**config.mk**
```make
export PLATFORM = sky130hd
export DESIGN_NAME = sdmac_top
export DESIGN_NICKNAME = d
export VERILOG_FILES = /design/src/sdmac_pkg.sv /design/src/sdmac_regs.sv /design/src/sdmac_status.sv /design/src/sdmac_top.sv /design/src/sdmac_xfer.sv
export VERILOG_INCLUDE_DIRS = /design/src
export SDC_FILE = /design/constraint.sdc
export NUM_CORES = 1
export LEC_CHECK = 0
export ABC_CLOCK_PERIOD_IN_PS = 3740
export BUFFER_PORTS_ARGS = -buffer_cell sky130_fd_sc_hd__buf_4
export CORE_UTILIZATION = 55
export CTS_BUF_LIST = sky130_fd_sc_hd__clkbuf_8
export CTS_CLUSTER_DIAMETER = 60
export DETAILED_ROUTE_END_ITERATION = 8
export PLACE_DENSITY_LB_ADDON = 0.25
export REMOVE_ABC_BUFFERS = 1
export SLEW_MARGIN = 30
export SYNTH_ARGS = -nofsm -noshare
export SYNTH_HDL_FRONTEND = slang
export SYNTH_SLANG_ARGS = --single-unit
```
**constraint.sdc**
```tcl
create_clock -name CLK -period 3.74 [get_ports CLK]
set_input_delay 0.561 -clock CLK [delete_from_list [all_inputs] [get_ports CLK]]
set_output_delay 0.561 -clock CLK [all_outputs]
set_load 0.05 [all_outputs]
```
**src/sdmac_macros.svh**
```systemverilog
`ifndef SDMAC_MACROS_SVH
`define SDMAC_MACROS_SVH

// Bus and register widths
`define ADDR_W          8
`define DATA_W          32
`define WTC_W           24
`define CNTR_W          6
`define ISTR_W          9
`define DAWR_W          2

// Register offsets within the SDMAC window
`define REG_DAWR        8'h00   // Write only
`define REG_WTC         8'h04
`define REG_CNTR        8'h08
`define REG_ST_DMA      8'h10   // Strobe
`define REG_FLUSH       8'h14   // Strobe
`define REG_CINT        8'h18   // Strobe
`define REG_ISTR        8'h1C   // Read only
`define REG_SP_DMA      8'h3C   // Strobe

// CNTR bits
`define CNTR_INTEN      2
`define CNTR_DDIR       1

// ISTR bits, the rest read zero
`define ISTR_INT_F      8       // Any interrupt pending
`define ISTR_INTS       4       // SCSI chip interrupt
`define ISTR_E_INT      3       // End of transfer
`define ISTR_DMA_ACT    1

`endif

```
**src/sdmac_pkg.sv**
```systemverilog
`include "sdmac_macros.svh"

package sdmac_pkg;

    typedef logic [`ADDR_W-1:0] addr_t;     // CPU register offset
    typedef logic [`DATA_W-1:0] data_t;     // CPU data word
    typedef logic [`WTC_W-1:0]  wtc_t;      // Word transfer count
    typedef logic [`CNTR_W-1:0] cntr_t;     // Control register
    typedef logic [`ISTR_W-1:0] istr_t;     // Interrupt status register

    // Which register a read returns
    typedef enum logic [1:0] {
        RD_NONE,
        RD_WTC,
        RD_CNTR,
        RD_ISTR
    } rd_src_e;

    typedef enum logic {
        XF_IDLE,
        XF_RUN
    } xfer_state_e;

    // Register block results, all one cycle after the access
    typedef struct packed {
        logic    acc;       // Any access
        rd_src_e rd_src;
        wtc_t    wtc;
        cntr_t   cntr;
        logic    st_dma;
        logic    sp_dma;
        logic    flush;
        logic    clr_int;
    } ctrl_s;

    // Transfer counter results
    typedef struct packed {
        logic active;
        wtc_t count;        // Words still to go
        logic done;         // Count hit zero
    } xfer_s;

endpackage

```
**src/sdmac_regs.sv**
```systemverilog
`timescale 1ns/10ps
`include "sdmac_macros.svh"

module sdmac_regs (
    input  logic                CLK,
    input  logic                _AS,
    input  logic                sel,
    input  logic                wr,
    input  sdmac_pkg::addr_t    addr,
    input  sdmac_pkg::data_t    wdata,
    output sdmac_pkg::ctrl_s    ctrl,
    output logic [`DAWR_W-1:0]  dawr
);

    logic hit_dawr;
    logic hit_wtc;
    logic hit_cntr;
    logic hit_st_dma;
    logic hit_flush;
    logic hit_cint;
    logic hit_istr;
    logic hit_sp_dma;

    sdmac_pkg::rd_src_e rd_src_d;
    sdmac_pkg::rd_src_e rd_src_q;
    sdmac_pkg::wtc_t    wtc_q;
    sdmac_pkg::cntr_t   cntr_q;
    logic [`DAWR_W-1:0] dawr_q;
    logic               acc_q;
    logic               st_dma_q;
    logic               sp_dma_q;
    logic               flush_q;
    logic               clr_int_q;

    // One decode shared by reads, writes and strobes
    always_comb begin
        hit_dawr   = 1'b0;
        hit_wtc    = 1'b0;
        hit_cntr   = 1'b0;
        hit_st_dma = 1'b0;
        hit_flush  = 1'b0;
        hit_cint   = 1'b0;
        hit_istr   = 1'b0;
        hit_sp_dma = 1'b0;
        case (addr)
            `REG_DAWR:   hit_dawr   = 1'b1;
            `REG_WTC:    hit_wtc    = 1'b1;
            `REG_CNTR:   hit_cntr   = 1'b1;
            `REG_ST_DMA: hit_st_dma = 1'b1;
            `REG_FLUSH:  hit_flush  = 1'b1;
            `REG_CINT:   hit_cint   = 1'b1;
            `REG_ISTR:   hit_istr   = 1'b1;
            `REG_SP_DMA: hit_sp_dma = 1'b1;
            default: ;
        endcase
    end

    // DAWR and strobes have nothing to return
    always_comb begin
        rd_src_d = sdmac_pkg::RD_NONE;
        if (sel && !wr) begin
            if (hit_wtc)       rd_src_d = sdmac_pkg::RD_WTC;
            else if (hit_cntr) rd_src_d = sdmac_pkg::RD_CNTR;
            else if (hit_istr) rd_src_d = sdmac_pkg::RD_ISTR;
        end
    end

    always_ff @(posedge CLK or posedge _AS) begin
        if (_AS) begin
            acc_q     <= 1'b0;
            rd_src_q  <= sdmac_pkg::RD_NONE;
            st_dma_q  <= 1'b0;
            sp_dma_q  <= 1'b0;
            flush_q   <= 1'b0;
            clr_int_q <= 1'b0;
            wtc_q     <= '0;
            cntr_q    <= '0;
            dawr_q    <= '0;
        end else begin
            acc_q     <= sel;
            rd_src_q  <= rd_src_d;
            st_dma_q  <= sel && hit_st_dma;     // Read or write alike
            sp_dma_q  <= sel && hit_sp_dma;
            flush_q   <= sel && hit_flush;
            clr_int_q <= sel && hit_cint;
            if (sel && wr) begin
                if (hit_dawr) dawr_q <= wdata[`DAWR_W-1:0];
                if (hit_wtc)  wtc_q  <= wdata[`WTC_W-1:0];
                if (hit_cntr) cntr_q <= wdata[`CNTR_W-1:0];
            end
        end
    end

    always_comb begin
        ctrl.acc     = acc_q;
        ctrl.rd_src  = rd_src_q;
        ctrl.wtc     = wtc_q;
        ctrl.cntr    = cntr_q;
        ctrl.st_dma  = st_dma_q;
        ctrl.sp_dma  = sp_dma_q;
        ctrl.flush   = flush_q;
        ctrl.clr_int = clr_int_q;
    end

    assign dawr = dawr_q;

endmodule

```
**src/sdmac_status.sv**
```systemverilog
`timescale 1ns/10ps
`include "sdmac_macros.svh"

module sdmac_status (
    input  logic             CLK,
    input  logic             _AS,
    input  sdmac_pkg::ctrl_s ctrl,
    input  sdmac_pkg::xfer_s xfer,
    input  logic             scsi_int,
    output sdmac_pkg::data_t rdata,
    output logic             sterm,
    output logic             irq,
    output logic             dma_dir
);

    logic               e_int_q;
    logic               ints_q;
    logic               irq_q;
    logic               sterm_q;
    sdmac_pkg::data_t   rdata_q;
    sdmac_pkg::data_t   rd_word;
    sdmac_pkg::istr_t   istr;
    sdmac_pkg::wtc_t    wtc_live;

    // Sticky event bits, set wins over clear
    always_ff @(posedge CLK or posedge _AS) begin
        if (_AS) begin
            e_int_q <= 1'b0;
            ints_q  <= 1'b0;
        end else begin
            if (xfer.done)
                e_int_q <= 1'b1;
            else if (ctrl.clr_int)
                e_int_q <= 1'b0;

            if (scsi_int)
                ints_q <= 1'b1;
            else if (ctrl.clr_int)
                ints_q <= 1'b0;
        end
    end

    always_comb begin
        istr                = '0;
        istr[`ISTR_INT_F]   = e_int_q | ints_q;
        istr[`ISTR_INTS]    = ints_q;
        istr[`ISTR_E_INT]   = e_int_q;
        istr[`ISTR_DMA_ACT] = xfer.active;
    end

    // Running count during a transfer, programmed value otherwise
    assign wtc_live = xfer.active ? xfer.count : ctrl.wtc;

    always_comb begin
        case (ctrl.rd_src)
            sdmac_pkg::RD_WTC:  rd_word = {{(`DATA_W - `WTC_W){1'b0}}, wtc_live};
            sdmac_pkg::RD_CNTR: rd_word = {{(`DATA_W - `CNTR_W){1'b0}}, ctrl.cntr};
            sdmac_pkg::RD_ISTR: rd_word = {{(`DATA_W - `ISTR_W){1'b0}}, istr};
            default:            rd_word = '0;
        endcase
    end

    always_ff @(posedge CLK or posedge _AS) begin
        if (_AS) begin
            rdata_q <= '0;
            sterm_q <= 1'b0;
            irq_q   <= 1'b0;
        end else begin
            sterm_q <= ctrl.acc;                // Terminate every access
            if (ctrl.acc)
                rdata_q <= rd_word;
            irq_q <= istr[`ISTR_INT_F] & ctrl.cntr[`CNTR_INTEN];
        end
    end

    assign rdata   = rdata_q;
    assign sterm   = sterm_q;
    assign irq     = irq_q;
    assign dma_dir = ctrl.cntr[`CNTR_DDIR];     // 1 = write to memory

endmodule

```
**src/sdmac_top.sv**
```systemverilog
`timescale 1ns/10ps
`include "sdmac_macros.svh"

module sdmac_top (
    input  logic                CLK,
    input  logic                _AS,
    input  logic                sel,
    input  logic                wr,
    input  sdmac_pkg::addr_t    addr,
    input  sdmac_pkg::data_t    wdata,
    input  logic                dreq,
    input  logic                scsi_int,
    output sdmac_pkg::data_t    rdata,
    output logic                sterm,
    output logic                irq,
    output logic                dack,
    output logic                dma_dir,
    output logic [`DAWR_W-1:0]  dawr
);

    sdmac_pkg::ctrl_s ctrl;     // Register block to counter and status
    sdmac_pkg::xfer_s xfer;     // Counter to status

    sdmac_regs u_regs (
        .CLK   (CLK),
        ._AS   (_AS),
        .sel   (sel),
        .wr    (wr),
        .addr  (addr),
        .wdata (wdata),
        .ctrl  (ctrl),
        .dawr  (dawr)
    );

    sdmac_xfer u_xfer (
        .CLK  (CLK),
        ._AS  (_AS),
        .ctrl (ctrl),
        .dreq (dreq),
        .xfer (xfer),
        .dack (dack)
    );

    sdmac_status u_status (
        .CLK      (CLK),
        ._AS      (_AS),
        .ctrl     (ctrl),
        .xfer     (xfer),
        .scsi_int (scsi_int),
        .rdata    (rdata),
        .sterm    (sterm),
        .irq      (irq),
        .dma_dir  (dma_dir)
    );

endmodule

```
**src/sdmac_xfer.sv**
```systemverilog
`timescale 1ns/10ps

module sdmac_xfer (
    input  logic             CLK,
    input  logic             _AS,
    input  sdmac_pkg::ctrl_s ctrl,
    input  logic             dreq,
    output sdmac_pkg::xfer_s xfer,
    output logic             dack
);

    sdmac_pkg::xfer_state_e state_q;
    sdmac_pkg::wtc_t        count_q;
    logic                   done_q;
    logic                   dack_q;
    logic                   abort;
    logic                   take;
    logic                   last;

    assign abort = ctrl.sp_dma | ctrl.flush;
    // Word strobe counted this cycle
    assign take  = (state_q == sdmac_pkg::XF_RUN) && dreq && !abort;
    assign last  = (count_q == sdmac_pkg::wtc_t'(1));

    always_ff @(posedge CLK or posedge _AS) begin
        if (_AS) begin
            state_q <= sdmac_pkg::XF_IDLE;
            count_q <= '0;
            done_q  <= 1'b0;
            dack_q  <= 1'b0;
        end else begin
            done_q <= 1'b0;
            dack_q <= take;
            case (state_q)
                sdmac_pkg::XF_IDLE: begin
                    // Zero count means nothing to move
                    if (ctrl.st_dma && (ctrl.wtc != '0)) begin
                        state_q <= sdmac_pkg::XF_RUN;
                        count_q <= ctrl.wtc;
                    end
                end
                sdmac_pkg::XF_RUN: begin
                    if (abort) begin
                        state_q <= sdmac_pkg::XF_IDLE;  // Stop, count kept
                    end else if (take) begin
                        count_q <= count_q - 1'b1;
                        if (last) begin
                            done_q  <= 1'b1;
                            state_q <= sdmac_pkg::XF_IDLE;
                        end
                    end
                end
                default: state_q <= sdmac_pkg::XF_IDLE;
            endcase
        end
    end

    always_comb begin
        xfer.active = (state_q == sdmac_pkg::XF_RUN);
        xfer.count  = count_q;
        xfer.done   = done_q;
    end

    assign dack = dack_q;

endmodule

```
-- After elaboration in Yosys (flattened, before gate mapping)
Index checks and enable logic that the tools add are counted.
- register bits: 102
- input port bits: 46
- logic and storage cells: 86
- add/subtract/negate cells: 1
- eq/ne operators: 14
- muxes and demuxes: 30
- bitwise logic cells: 4
- reduce and logical (&&, ||, !) cells: 19
- operators by type and width (kind ; count):
    24-bit two-way mux ; 4
    24-bit case mux with 3 select lines ; 1
    24-bit case mux with 2 select lines ; 1
    8-bit by 5-bit equality test with 1-bit output, second input constant ; 4
    24-bit by 1-bit equality test with 1-bit output, second input constant ; 1
    24-bit nonzero test ; 1
    24-bit by 1-bit subtractor with 24-bit output, second input constant ; 1
    1-bit two-way mux ; 19
    1-bit logical AND ; 9
    8-bit by 3-bit equality test with 1-bit output, second input constant ; 1
    8-bit by 4-bit equality test with 1-bit output, second input constant ; 1
    8-bit by 6-bit equality test with 1-bit output, second input constant ; 1
    8-bit logical NOT ; 1
    2-bit two-way mux ; 4
    2-bit AND reduction ; 3
    2-bit equality test, second input constant ; 2
    2-bit != test, second input constant ; 2
    2-bit nonzero test ; 2
    3-bit AND reduction ; 1
    2-bit by 1-bit equality test with 1-bit output, second input constant ; 1
    1-bit logical NOT ; 2
    2-bit by 1-bit != test with 1-bit output, second input constant ; 1
    1-bit bitwise OR ; 2
    1-bit case mux with 2 select lines ; 1
    other kinds (2) ; 2

-- Depth between registers and ports, before layout
Gate-level depths: netlist of the first run.
- depth after elaboration: 6
- depth in mapped cells: 8
- mapped depth without buffers: 7

-- Cells and area by module
From an unflattened synthesis of the first run, not the netlist that was laid out.
- cell total of the unflattened synthesis: 458
- area, all modules: 5051.1 µm²
- by module, submodules not included (module ; instances ; cells each ; area each (µm²) ; sequential area each (µm²)):
    sdmac_xfer ; 1 ; 215 ; 1829.3 ; 675.6
    sdmac_regs ; 1 ; 103 ; 1681.6 ; 975.9
    sdmac_status ; 1 ; 140 ; 1540.2 ; 700.7

-- Worst setup path after synthesis of the first run
No wires, ideal clock.
- path kind: in2reg
- start point: input port addr[7]
- end point: register u_regs.wtc_q[0]
- library setup time: 0.125 ns
- data arrival time: 1.852 ns
- required time: 3.615 ns
- slack: 1.763 ns
- cell stages on the path: 6
- path buffers: 2
- cells stage by stage: nor4_2 nand4b_1 nor2b_1 buf_2 buf_4 mux2_2
- word-level cells in the longest chain between the ends: 3
- RTL lines (element ; line ; RTL):
    from (decl) ; sdmac_top.sv:9 ; input sdmac_pkg::addr_t addr,
    8-bit by 3-bit equality test with 1-bit output ; sdmac_regs.sv:45 ; case (addr)
    1-bit two-way mux ; sdmac_regs.sv:45 ;
    2-bit AND reduction (no line) ; - ;
    to (signal assigned) ; sdmac_regs.sv:88 ; if (hit_wtc) wtc_q <= wdata[`WTC_W-1:0];
    to (decl) ; sdmac_regs.sv:26 ; sdmac_pkg::wtc_t wtc_q;
No other way between the ends.
A chain may end at the register's enable or synchronous reset.

-- Worst setup path after layout of the first run
- start point: register u_xfer.state_q
- end point: register u_xfer.count_q[4]
- word-level cells in the longest chain between the ends: 4
- RTL lines (element ; line ; RTL):
    from (decl) ; sdmac_xfer.sv:12 ; sdmac_pkg::xfer_state_e state_q;
    from (signal assigned) ; sdmac_xfer.sv:27 ; state_q <= sdmac_pkg::XF_IDLE;
    from (signal assigned) ; sdmac_xfer.sv:38 ; state_q <= sdmac_pkg::XF_RUN;
    from (signal assigned) ; sdmac_xfer.sv:44 ; state_q <= sdmac_pkg::XF_IDLE;
    1-bit logical AND (2 in series) ; sdmac_xfer.sv:22 ; assign take = (state_q == sdmac_pkg::XF_RUN) && dreq && !abort;
    2-bit != test (no line) ; - ;
    3-bit AND reduction (no line) ; - ;
    to (signal assigned) ; sdmac_xfer.sv:39 ; count_q <= ctrl.wtc;
    to (signal assigned) ; sdmac_xfer.sv:46 ; count_q <= count_q - 1'b1;
    to (decl) ; sdmac_xfer.sv:13 ; sdmac_pkg::wtc_t count_q;
Parallel ways exist; a longest one is shown, timed or not.

==> metrics.txt, run 1 <==
max-cap violations=0; CP required=4.00 ns; Layout area overhead=14.5%; largest net degree at the start of global routing=55; Via density=6.19; area leader, netlist=dfrtp_1; routed wire length=10.8 mm; unrepaired setup endpoints after global routing=no; Leak Pwr=2.62 nW; Synth area leaders=dfrtp_1 (49%), mux2_2 (7.1%), mux2i_1 (4.0%); Post-Syn Instances=454; R2R depth=4; total track usage=0.259; Ports=84; Worst EP arrival=2.89 ns; cell area after synthesis=0.00476 sq mm; DP Area=0.00528 sq mm; CP max FO=20; max-slew violations=0; Filler cells=643; Top Metal Used=met4; Post-CTS Repair Setup Buffers=0; distinct cell type count after synthesis=65; vias in the first global route=3,660; wl on met1=4.80 mm; met3 WL=529 um; metal2 WL=5.26 mm; Site Rows=33; Inst Count DP=602; Reg2Reg Setup Slack=1.11 ns; die outline area=0.00903 sq mm; Port-buffer cells=67; Slew @ Worst Pin=0.849 ns; post-synthesis async set-or-reset flop share=1.00; fmax=0.380 GHz; Pwr per Cell Area=447 mW/mm^2; outcome=completed; Core Box Area=0.00830 sq mm; initial core utilization=0.573; Final Critical Period=2.63 ns; number of diodes=0; Yosys reg bits=94; Die X=95.0 um; final instance area=0.00545 sq mm; clk sinks=94; CP endpoint kind=flip-flop; main flop type after synthesis=dfrtp_1; clk_lat worst skew=0.36 ns; Die H=95.0 um; DP HPWL=7.38 mm; total gr overflow=0; Bufs on Longest Clock Path=2; Worst slew margin=0.432; H-tree depth=3; Reg clk slew, reported paths=0.09 ns; # resized after CTS=0; most numerous cell in the Yosys netlist=dfrtp_1; pre-CTS setup slack=1.16 ns; FF+latch area=0.00235 sq mm; GP Congestion=0.866; worst hold path class=input pin to asynchronous set/reset pin; Pre-antenna DRT Iters=7; Critical Path Start Type=flip-flop; post-synthesis sequential area ratio=0.494; CP delay by family, top=buffers and inverters; final cycle utilization of the critical path=0.703; Setup Skew=0.00765 ns; first-pass GRT wire length=17.9 mm; Post-synth EDFFs=0; Initial DRC Count=258; Final Hold Viols=0; Max IR drop VDD=0.271 mV; DR WL/cell=17.6 um; Net count, final=556; area of the multi-input gates=0.00212 sq mm; Worst Path Buf+Inv=1; Setup-failing EPs final=0; CTS tree=yes; Warnings, synthesis=0; reg2reg start=u_xfer.state_q; Num CTS Buffers=9; worst setup margin=1.11 ns; syn_area_per_cell=10.5 sq um; vias post-DR=3,813; final setup TNS=0 ns; Levels on crit path=4; Residual DRC=0; Synth top cells by count=dfrtp_1 (94), mux2_2 (30), inv_1 (29); slowest stage cell, crit path=inv_1; slowest cell delay on critical path=0.75 ns; FF-to-FF End=u_xfer.count_q[4]; critical path, cell by cell=nand3_1 > inv_1 > o22ai_1 > a211o_2; Final ANT Viol Nets=0; CTS Root Cell=clkbuf_8; initial antenna violation count=0; cts hold-fix bufs=0; share of cells above drive strength 1=0.264; Cell Count, Final, Fillers Out=616; critical path type=flip-flop to flip-flop; Synth top area share=0.494
## stage by stage
| step | util | total power, W | hold slack [ns] |
|---|---|---|---|
| floorplan | - | 0.00165 | 0.404 |
| global placement | 0.636 | 0.00179 | 0.422 |
| detailed placement | 0.636 | 0.00182 | 0.426 |
| CTS | 0.657 | 0.00244 | 0.321 |
| global route | 0.657 | 0.00255 | 0.329 |
| finish | 0.657 | 0.00244 | 0.304 |
## layer usage
layer | GRT usage | up-vias
met2 | 0.419 | 123
met4 | 0.107 | 0
met5 | 0 | -
met1 | 0.349 | 1905
li1 | - | 1762
met3 | 0.0367 | 23
## cell families after synthesis
family	after synthesis	share of synthesized area
xor gates and xnor gates	2	0.00368
adders and majority gates	2	0.00526
AOI/OAI and AO/OA	109	0.160
muxes	49	0.111
and+or+nand+nor	131	0.159
buffers and inverters	66	0.0657
DFF	94	0.494
other	1	0.000788
## sequential cells by signal, summed over array words and instances, names as in the netlist
| register | cells |
|---|---|
| u_regs.wtc_q | 24 |
| u_status.rdata | 24 |
| u_xfer.count_q | 24 |
| u_regs.cntr_q | 6 |
| u_regs.dawr | 2 |
| u_regs.rd_src_q | 2 |
| u_regs.acc_q | 1 |
| u_regs.clr_int_q | 1 |
| u_regs.flush_q | 1 |
| u_regs.sp_dma_q | 1 |
| u_regs.st_dma_q | 1 |
| u_status.e_int_q | 1 |
| u_status.ints_q | 1 |
| u_status.irq | 1 |
| u_status.sterm | 1 |
| u_xfer.dack | 1 |
| u_xfer.done_q | 1 |
| u_xfer.state_q | 1 |
## where the power goes
| group | switching, W | total (W) | internal, W |
|---|---|---|---|
| sequential | 0.000162 | 0.00126 | 0.00110 |
| combinational | 0.000306 | 0.000545 | 0.000240 |
| clock | 0.000333 | 0.000627 | 0.000294 |
## worst register-to-register path: stages, from the launching register on
cell	delay (ns)
dfrtp_2	0.63
nand3_1	0.58
inv_1	0.76
o22ai_1	0.20
a211o_2	0.35
## layout by cell type, fill, tap and decap left out, types with 14 or more instances in the layout
cell     count
nor2_1      26
nand2_1     24
inv_1       31
mux2_2      30
o22ai_1     21
dfrtp_1     93
a21oi_1     25
mux2i_1     19
buf_4       72
o21ai_0     14
## layout make-up
type                    count  share of cell area
clock buffers               9              0.0227
clock inverters             5             0.00850
inverters                  29              0.0202
multi-input cells         301               0.390
flip-flops and latches     94               0.432
well taps                 105              0.0241
repair buffers             73               0.103
## how the worst max path moves through the flow
stage	start	endpoint	slack, ns
3_3_place_gp	u_xfer.state_q	u_xfer.count_q[4]	1.21
3_5_place_dp	u_xfer.state_q	u_xfer.count_q[4]	1.16
4_1_cts	u_xfer.state_q	u_xfer.count_q[4]	1.17
2_1_floorplan	u_xfer.state_q	u_xfer.count_q[14]	0.52
5_1_grt	u_xfer.state_q	u_xfer.count_q[4]	0.99
6_report	u_xfer.state_q	u_xfer.count_q[4]	1.11
Power figures use the tool's default switching activity.
==> run 2: changes to the inputs <==
ABC_CLOCK_PERIOD_IN_PS = 2700   (was 3740)
clock period = 2.7 ns   (was 3.74 ns; I/O delays follow)
==> metrics.txt, run 2 (synthesis results as in run 1) <==
R2R depth=5; Critical Path Start Type=flip-flop; clk sinks=94; max-cap violations=0; CP max FO=7; share of cells above drive strength 1=0.274; critical path type=flip-flop to flip-flop; FF+latch area=0.00235 sq mm; DP HPWL=7.42 mm; Slew @ Worst Pin=0.846 ns; routed wire length=11.1 mm; Residual DRC=0; die outline area=0.00903 sq mm; Pwr per Cell Area=648 mW/mm^2; Core Box Area=0.00830 sq mm; Via density=6.08; CP required=2.98 ns; GP Congestion=0.927; max-slew violations=0; Cell Count, Final, Fillers Out=620; cts hold-fix bufs=0; CP endpoint kind=flip-flop; Post-CTS Repair Setup Buffers=0; fmax=0.484 GHz; area of the multi-input gates=0.00212 sq mm; unrepaired setup endpoints after global routing=no; slowest cell delay on critical path=0.54 ns; clk_lat worst skew=0.37 ns; Num CTS Buffers=9; Bufs on Longest Clock Path=2; Pre-antenna DRT Iters=5; Ports=84; Setup-failing EPs final=0; initial core utilization=0.573; commonest non-fill, non-tap cells in the layout=dfrtp_1 (93), buf_4 (74), mux2_2 (30); vias in the first global route=3,673; number of diodes=0; Layout area overhead=15.9%; Die H=95.0 um; fin util=0.665; critical path, cell by cell=nor3_1 > nand4b_1 > nand4b_1 > mux2i_1 > a211oi_1; Final ANT Viol Nets=0; vias post-DR=3,768; Initial DRC Count=215; Leak Pwr=2.64 nW; commonest non-fill, non-tap cell in the layout=dfrtp_1; Final Critical Period=2.07 ns; outcome=completed; Filler cells=685; DR WL/cell=17.9 um; Worst EP arrival=2.35 ns; Reg clk slew, reported paths=0.10 ns; Worst slew margin=0.434; crit-path most repeated cell=nand4b_1; Net count, final=558; final cycle utilization of the critical path=0.765; slowest stage cell, crit path=nor3_1; Die X=95.0 um; H-tree depth=3; Setup Skew=0.00970 ns; total track usage=0.268; CTS tree=yes; Inst Count DP=604; CTS Root Cell=clkbuf_8; total gr overflow=0; total power=0.00357 W; Port-buffer cells=67; Final Hold Viols=0; Site Rows=33; initial antenna violation count=0; first-pass GRT wire length=18.3 mm; largest net degree at the start of global routing=57; worst hold path class=input pin to asynchronous set/reset pin; # resized after CTS=0; Max IR drop VDD=0.330 mV
run 2: routing by layer:
layer / GRT usage / wire [um] / vias to the layer above
li1: - / - / 1764
met1: 0.371 / 5060 / 1867
met2: 0.417 / 5280 / 118
met3: 0.0510 / 552 / 19
met4: 0.102 / 214 / 0
met5: 0 / 0 / -
run 2: worst paths after layout:
check                              startpoint                 end  slack, ns
min reg2reg                     u_xfer.done_q    u_status.e_int_q       0.45
max in group asynchronous                 _AS      u_xfer.state_q       1.82
min                                       _AS      u_status.sterm       0.13
max                        u_xfer.count_q[14]  u_xfer.count_q[23]       0.63
min in group CLK                          sel        u_regs.acc_q       0.16
max reg2reg                u_xfer.count_q[14]  u_xfer.count_q[23]       0.63
run 2: layout make-up:
class	instances	share of cell area
flip-flops and latches	94	0.427
multi-input cells	301	0.385
repair buffers	75	0.104
clock buffers	10	0.0249
well taps	105	0.0238
inverters	29	0.0200
clock inverters	6	0.0154
run 2: through the flow:
step	setup TNS, ns	hold WS [ns]	area, sq um	setup slack (ns)
finish	0	0.127	5520	0.635
CTS	0	0.141	5520	0.649
global placement	0	0.416	5290	0.623
detailed placement	0	0.432	5290	0.542
floorplan	-22.90	0.404	4580	-0.524
global route	0	0.147	5520	0.503
run 2: where the power goes:
| group | total (W) | internal (W) | switching (W) | leakage [nW] |
|---|---|---|---|---|
| combinational | 0.000760 | 0.000333 | 0.000427 | 1.29 |
| clock | 0.00106 | 0.000546 | 0.000514 | 0.114 |
| sequential | 0.00175 | 0.00153 | 0.000227 | 1.23 |
run 2: worst max-delay path: cells and delay by family (launching register included):
| kind | cells | cell delay (ns) |
|---|---|---|
| flip-flops | 1 | 0.46 |
| multiplexers | 1 | 0.16 |
| AO/OA/AOI/OAI | 1 | 0.23 |
| AND/OR/NAND/NOR | 3 | 1.14 |
